--- config.mk ---
export PLATFORM = sky130hd
export DESIGN_NAME = arb_top
export DESIGN_NICKNAME = d
export VERILOG_FILES = /design/src/verilog/arb_pkg.sv /design/src/verilog/arb_top.sv /design/src/verilog/pipe_stage.sv /design/src/verilog/req_port_bank.sv /design/src/verilog/tag_tree.sv /design/src/verilog/tree_node.sv
export SDC_FILE = /design/constraint.sdc
export NUM_CORES = 1
export LEC_CHECK = 0
export BUFFER_PORTS_ARGS = -buffer_cell sky130_fd_sc_hd__buf_4
export CORE_ASPECT_RATIO = 0.6
export CORE_UTILIZATION = 45
export DETAILED_ROUTE_END_ITERATION = 8
export GPL_ROUTABILITY_DRIVEN = 0
export GPL_TIMING_DRIVEN = 0
export PLACE_DENSITY_LB_ADDON = 0.3
export RECOVER_POWER = 25
export SYNTH_ARGS = -nofsm -noshare
export SYNTH_HDL_FRONTEND = slang
export SYNTH_SLANG_ARGS = --single-unit
--- constraint.sdc ---
create_clock -name clk -period 2.6 [get_ports clk]
set_clock_uncertainty 0.15 [all_clocks]
set_input_delay 0.13 -clock clk [delete_from_list [all_inputs] [get_ports clk]]
set_output_delay 0.13 -clock clk [all_outputs]
set_load 0.02 [all_outputs]
--- src/verilog/arb_pkg.sv ---
`default_nettype none

package arb_pkg;

   // number of requesters that share the output
   localparam int N_REQ = 8;

   // a tag numbers one requester, so it must cover N_REQ values
   localparam int TAG_W = 3;

   localparam int DATA_W = 16;

   // with 0 the tree has no delay stages, 1 puts one on every second level
   // and 2 puts one on every level
   localparam int DELAY_CONF = 1;

   typedef logic [TAG_W-1:0] tag_t;

   typedef logic [DATA_W-1:0] data_t;

   // one arbitration result, the winning requester and its word
   typedef struct packed {
      tag_t  tag;
      data_t data;
   } grant_t;

endpackage

`default_nettype wire

--- src/verilog/arb_top.sv ---
`timescale 1ns/1ps
`default_nettype none

module arb_top (
   input  logic                                clk,
   input  logic                                rst_n_i,

   input  logic [arb_pkg::N_REQ-1:0]           req_valid_i,
   input  arb_pkg::data_t [arb_pkg::N_REQ-1:0] req_data_i,
   output logic [arb_pkg::N_REQ-1:0]           req_ready_o,

   output logic                                out_valid_o,
   output arb_pkg::grant_t                     out_grant_o,
   input  logic                                out_ready_i
);

   logic [arb_pkg::N_REQ-1:0] slot_full;
   logic [arb_pkg::N_REQ-1:0] tree_ack;
   arb_pkg::tag_t             root_tag;
   logic                      root_rdy;
   logic                      root_ack;
   arb_pkg::data_t            sel_data;
   arb_pkg::grant_t           root_grant;

   req_port_bank bank_i (
      .clk         (clk),
      .rst_n_i     (rst_n_i),
      .req_valid_i (req_valid_i),
      .req_data_i  (req_data_i),
      .req_ready_o (req_ready_o),
      .full_o      (slot_full),
      .ack_i       (tree_ack),
      .sel_tag_i   (root_tag),
      .sel_data_o  (sel_data)
   );

   tag_tree tree_i (
      .clk       (clk),
      .rst_n_i   (rst_n_i),
      .rdy_in_i  (slot_full),
      .ack_out_o (tree_ack),
      .tag_o     (root_tag),
      .rdy_o     (root_rdy),
      .ack_i     (root_ack)
   );

   // the root tag and the word of its slot form one grant
   assign root_grant.tag  = root_tag;
   assign root_grant.data = sel_data;

   pipe_stage #(
      .payload_t (arb_pkg::grant_t)
   ) out_stage_i (
      .clk           (clk),
      .rst_n_i       (rst_n_i),
      .in_rdy_i      (root_rdy),
      .in_payload_i  (root_grant),
      .in_ack_o      (root_ack),
      .out_rdy_o     (out_valid_o),
      .out_payload_o (out_grant_o),
      .out_ack_i     (out_ready_i)
   );

endmodule

`default_nettype wire

--- src/verilog/pipe_stage.sv ---
`timescale 1ns/1ps
`default_nettype none

module pipe_stage #(
   parameter type payload_t = logic
) (
   input  logic     clk,
   input  logic     rst_n_i,

   input  logic     in_rdy_i,
   input  payload_t in_payload_i,
   output logic     in_ack_o,

   output logic     out_rdy_o,
   output payload_t out_payload_o,
   input  logic     out_ack_i
);

   logic     full_q;
   payload_t payload_q;

   // room for a new item when empty, or when the held item leaves this cycle
   assign in_ack_o = ~full_q | out_ack_i;

   assign out_rdy_o     = full_q;
   assign out_payload_o = payload_q;

   always_ff @(posedge clk) begin
      if (!rst_n_i) begin
         full_q <= 1'b0;
      end else if (in_rdy_i && in_ack_o) begin
         full_q <= 1'b1;
      end else if (out_ack_i) begin
         full_q <= 1'b0;
      end
   end

   always_ff @(posedge clk) begin
      if (in_rdy_i && in_ack_o) begin
         payload_q <= in_payload_i;
      end
   end

endmodule

`default_nettype wire

--- src/verilog/req_port_bank.sv ---
`timescale 1ns/1ps
`default_nettype none

module req_port_bank (
   input  logic                                      clk,
   input  logic                                      rst_n_i,

   input  logic [arb_pkg::N_REQ-1:0]                 req_valid_i,
   input  arb_pkg::data_t [arb_pkg::N_REQ-1:0]       req_data_i,
   output logic [arb_pkg::N_REQ-1:0]                 req_ready_o,

   output logic [arb_pkg::N_REQ-1:0]                 full_o,
   input  logic [arb_pkg::N_REQ-1:0]                 ack_i,

   input  arb_pkg::tag_t                             sel_tag_i,
   output arb_pkg::data_t                            sel_data_o
);

   arb_pkg::data_t            data_q [arb_pkg::N_REQ];
   logic [arb_pkg::N_REQ-1:0] full_q;
   logic [arb_pkg::N_REQ-1:0] load;

   // an empty slot takes the requester's word right away
   assign req_ready_o = ~full_q;
   assign load        = req_valid_i & ~full_q;

   assign full_o = full_q;

   // a slot is acked only while full, so load and clear never meet
   always_ff @(posedge clk) begin
      if (!rst_n_i) begin
         full_q <= '0;
      end else begin
         full_q <= (full_q & ~ack_i) | load;
      end
   end

   always_ff @(posedge clk) begin
      for (int k = 0; k < arb_pkg::N_REQ; k++) begin
         if (load[k]) begin
            data_q[k] <= req_data_i[k];
         end
      end
   end

   // the word stays in its slot until the grant has left the root
   assign sel_data_o = data_q[sel_tag_i];

endmodule

`default_nettype wire

--- src/verilog/tag_tree.sv ---
`timescale 1ns/1ps
`default_nettype none

module tag_tree (
   input  logic                      clk,
   input  logic                      rst_n_i,

   input  logic [arb_pkg::N_REQ-1:0] rdy_in_i,
   output logic [arb_pkg::N_REQ-1:0] ack_out_o,

   output arb_pkg::tag_t             tag_o,
   output logic                      rdy_o,
   input  logic                      ack_i
);

   if (arb_pkg::N_REQ == 1) begin : g_single
      // one requester needs no arbitration
      assign tag_o        = '0;
      assign rdy_o        = rdy_in_i[0];
      assign ack_out_o[0] = ack_i;
   end else begin : g_tree
      // leaves sit at 0 to N_REQ-1 and node k drives entry k+N_REQ
      arb_pkg::tag_t             node_tag [2*arb_pkg::N_REQ-1];
      logic                      node_rdy [2*arb_pkg::N_REQ-1];
      logic                      node_ack [2*arb_pkg::N_REQ-1];
      logic [arb_pkg::N_REQ-1:0] pend_q;
      logic [arb_pkg::N_REQ-1:0] leaf_ack;
      logic [arb_pkg::N_REQ-1:0] root_take;

      for (genvar k = 0; k < arb_pkg::N_REQ; k++) begin : g_leaf
         assign node_tag[k] = arb_pkg::tag_t'(k);
         // a leaf whose tag is already in flight is not offered again
         assign node_rdy[k]  = rdy_in_i[k] & ~pend_q[k];
         assign leaf_ack[k]  = node_ack[k];
         assign root_take[k] = rdy_o & ack_i & (tag_o == arb_pkg::tag_t'(k));
      end

      // the slot is released only when its tag leaves the root
      assign ack_out_o = root_take;

      // a clear at the root wins over a new leaf ack in a combinational tree
      always_ff @(posedge clk) begin
         if (!rst_n_i) begin
            pend_q <= '0;
         end else begin
            pend_q <= (pend_q | leaf_ack) & ~root_take;
         end
      end

      for (genvar k = 0; k < arb_pkg::N_REQ-1; k++) begin : g_node
         tree_node #(
            .enable_delay ((arb_pkg::DELAY_CONF == 2) ||
                           ((arb_pkg::DELAY_CONF == 1) &&
                            ($clog2(arb_pkg::N_REQ-k) % 2 == 1)))
         ) node_i (
            .clk         (clk),
            .rst_n_i     (rst_n_i),
            .left_tag_i  (node_tag[2*k]),
            .left_rdy_i  (node_rdy[2*k]),
            .left_ack_o  (node_ack[2*k]),
            .right_tag_i (node_tag[2*k+1]),
            .right_rdy_i (node_rdy[2*k+1]),
            .right_ack_o (node_ack[2*k+1]),
            .tag_o       (node_tag[k+arb_pkg::N_REQ]),
            .rdy_o       (node_rdy[k+arb_pkg::N_REQ]),
            .ack_i       (node_ack[k+arb_pkg::N_REQ])
         );
      end

      // the root is the last entry
      assign tag_o                           = node_tag[2*arb_pkg::N_REQ-2];
      assign rdy_o                           = node_rdy[2*arb_pkg::N_REQ-2];
      assign node_ack[2*arb_pkg::N_REQ-2]    = ack_i;
   end

endmodule

`default_nettype wire

--- src/verilog/tree_node.sv ---
`timescale 1ns/1ps
`default_nettype none

module tree_node #(
   parameter bit enable_delay = 1'b0
) (
   input  logic          clk,
   input  logic          rst_n_i,

   input  arb_pkg::tag_t left_tag_i,
   input  logic          left_rdy_i,
   output logic          left_ack_o,

   input  arb_pkg::tag_t right_tag_i,
   input  logic          right_rdy_i,
   output logic          right_ack_o,

   output arb_pkg::tag_t tag_o,
   output logic          rdy_o,
   input  logic          ack_i
);

   // preference register, low means the left side goes first
   logic          pref_q;
   logic          pick_right;
   arb_pkg::tag_t mux_tag;
   logic          mux_rdy;
   logic          mux_ack;
   logic          take;

   // the right side wins when it is alone or when it is preferred
   assign pick_right = right_rdy_i & (~left_rdy_i | pref_q);

   assign mux_tag = pick_right ? right_tag_i : left_tag_i;
   assign mux_rdy = left_rdy_i | right_rdy_i;

   // only the chosen side sees the ack
   assign left_ack_o  = mux_ack & left_rdy_i & ~pick_right;
   assign right_ack_o = mux_ack & pick_right;

   assign take = mux_rdy & mux_ack;

   // serving the preferred side hands the preference to the other one
   always_ff @(posedge clk) begin
      if (!rst_n_i) begin
         pref_q <= 1'b0;
      end else if (take && (pick_right == pref_q)) begin
         pref_q <= ~pref_q;
      end
   end

   if (enable_delay) begin : g_delay
      pipe_stage #(
         .payload_t (arb_pkg::tag_t)
      ) stage_i (
         .clk           (clk),
         .rst_n_i       (rst_n_i),
         .in_rdy_i      (mux_rdy),
         .in_payload_i  (mux_tag),
         .in_ack_o      (mux_ack),
         .out_rdy_o     (rdy_o),
         .out_payload_o (tag_o),
         .out_ack_i     (ack_i)
      );
   end else begin : g_comb
      // no stage here, the parent sees the choice in the same cycle
      assign tag_o   = mux_tag;
      assign rdy_o   = mux_rdy;
      assign mux_ack = ack_i;
   end

endmodule

`default_nettype wire
==> reports/qor.csv <==
stage,metric,value,unit
synth,ys_types,38,
power,irDropWorstVdd,529.7,uV
critical_path,crit_chain,buf_2 > buf_2 > mux4_2 > mux2_2,
synth,yosys.area.top_type_share,64.77,%
clock_tree,root_buffer,clkbuf_16,
detailed_routing,num_vias,4876,
detailed_routing,vias_per_cell,5.193,
synth,synth_warnings,0,
synth,synth_area_leader_cell,edfxtp_1,
sta,hold_viol,0,
global_route,antenna_found_initial,0,
sta,setup_viol,0,
synth,ys_seq_area_share,72.91,%
critical_path,cp_max_fo,10,
layout,multiInputGateArea,1779,sq um
die,dieArea,16390,sq um
die,die_h,99.57,um
layout,final_cell_mix,"edfxtp_1, dlygate4sd3_1, clkbuf_4",
sta,slew_viol_final,0,
worst_hold_path,min_path_type,input pin to flip-flop,
layout,fin_nets,863,
layout,drive_gt1_share,37.09,%
synth,synth_ff_type,edfxtp_1,
synth,syn-cell-area,7139,sq um
synth,ys_top_cells_by_area,"edfxtp_1, mux4_2, dfxtp_1",
sta,tns,0,ps
sta,max_freq,475.0,MHz
critical_path,critPathArrivalTime,2120,ps
place,pre_cts_slack,458.0,ps
global_route,grt_pass1_vias,5141,
critical_path,criticalPathCategory,flip-flop to flip-flop,
global_route,grt_max_degree,20,
run,cap_violations,0,
sta,period_share,80.97,%
synth,synth_seq_cells,183,
place,dpl_cell_area,8785,sq um
layout,syn2layout_area_growth,50.96,%
detailed_routing,wire_per_inst,20.32,um
layout,layout_commonest_cell,edfxtp_1,
critical_path,endpoint_kind,flip-flop,
sta,slew-limit-headroom,22.84,%
detailed_routing,initialDrtViolationCount,400,
sta,fin_crit,2105,ps
critical_path,cpPeakStageDelay,410,ps
die,die_w,164.6,um
layout,final_area,10780,sq um
layout,fillCellCount,983,
sta,worst_slew_pin_slew,1157,ps
place,numPortBuffers,165,
detailed_routing,drc,0,
clock_tree,ctsHtreeMaxLevel,4,
sta,whs,79.95,ps
die,ios,167,
outcome,status,"complete, no violations",
die,coreArea,15410,sq um
clock_tree,cts_buffers,17,
synth,synth-edff-count,154,
synth,synthArstFlopShare,0,%
layout,final_core_util,69.92,%
power,power.density,767.2,nW/um^2
global_route,grt_pass1_wl,28.22,mm
sta,final.setup.worst_slack,494.7,ps
place,hpwlAfterDp,12.57,mm
detailed_routing,antenna_left,0,
global_route,grt_usage,24.27,%
die,fp-row-count,35,
power,p_leak,0.004093,uW
sta,rsz0062_at_grt,no,
synth,synthCells,395,
synth,syn_area_per_cell,18.07,sq um
layout,diodes,0,
detailed_routing,wirelength,19.08,mm
detailed_routing,first_pass_iters,5,
clock_tree,cts.path.max_buffers,2,
clock_tree,clock-sinks,183,
critical_path,cp-start-kind,flip-flop,
worst_hold_path,min_from,rst_n_i,
critical_path,crit_top_cell,buf_2,
layout,seqCellArea,5205,sq um
critical_path,required,2620,ps
synth,syn_nets,534,
global_route,gr-total-overflow,0,
clock_tree,cts_tree,yes,
critical_path,slowest_stage,mux4_2,
clock_tree,clock_latency,410,ps
die,initial_core_util,46.31,%
clock_tree,cts.clk_slew.worst_paths,70,ps
cells in the mapped netlist, types with 2 or more instances:
cell type,count
a21oi_1,25
a31o_1,3
a31oi_1,4
and2_1,3
buf_12,2
buf_2,6
buf_6,4
clkbuf_1,3
dfxtp_1,29
edfxtp_1,154
inv_1,13
mux2_2,13
mux2_4,3
mux2i_1,3
mux4_1,6
mux4_2,26
nand2_1,13
nand2b_1,6
nand3_1,2
nor2_1,13
nor2b_1,17
nor3_1,13
nor3_2,2
nor3b_1,4
o211ai_1,2
o21ai_0,11
o21bai_1,2
o31ai_4,3
worst max-delay path, delay by kind of cell (launching register included):
family   cells  cell delay (ps)
buf+inv      2              660
flops        1              360
mux          2              690
flip-flops by register name (all words and copies together), names as in the netlist:
signal / flops
tree_i.g_tree.g_node.node_i.g_delay.stage_i.out_payload_o: 7
bank_i.data_q: 128
tree_i.g_tree.g_node.node_i.pref_q: 7
out_stage_i.out_payload_o: 19
bank_i.full_o: 8
tree_i.g_tree.g_node.node_i.g_delay.stage_i.out_rdy_o: 5
out_stage_i.out_rdy_o: 1
tree_i.g_tree.pend_q: 8
kinds of logic (layout without fill, tap and decap cells):
family / after synthesis / count (layout) / share of synthesized area, %
DFF: 183 / 183 / 72.91
AOI/OAI and AO/OA: 56 / 56 / 5.293
buffers and inverters: 28 / 369 / 2.454
and+or+nand+nor: 77 / 77 / 5.836
muxes: 51 / 51 / 13.51
metal layers:
layer  vias up  track usage, %  routed length [um]
li1       2226               -                   -
met1      2414           33.01                8494
met2       224           39.85                9084
met3        12           5.171                1344
met4         0           6.351                 156
met5         -               0                   0
area by class of cell:
type                       instances  area share [%]
timing repair buffer             310           25.45
multi-input combinational        184           16.51
inverter                          13          0.4528
clock buffer                      19           4.017
sequential                       183           48.29
buffer                            15           1.173
tap                              203           2.357
clock inverter                    12           1.753
through the flow:
step / cells / power, uW
after global routing: 939 / 8581
after detailed placement: 771 / 5423
after global placement: 763 / 5342
after CTS: 939 / 8312
final: 939 / 8269
after floorplan: 395 / 4758
report_power, final:
part	total (uW)	internal, uW	switching (uW)
combinational	1870	996	870
sequential	3660	3540	127
clock	2740	1620	1120
final timing paths:
path                                                 to  slack, ps  depth (start not counted)
setup / recovery           out_stage_i.out_payload_o[6]        490                          4
setup reg to reg           out_stage_i.out_payload_o[6]        490                          4
hold reg to reg           out_stage_i.out_payload_o[17]        340                          0
hold / removal    tree_i.g_tree.g_node[3].node_i.pref_q         80                          2
what timing repair did:
item	in CTS	in global routing
resized for setup	0	0
hold buffers	137	0
setup buffers	0	0
endpoints found under the hold margin	137	0
No activity file was read; power rests on OpenSTA's default activity.
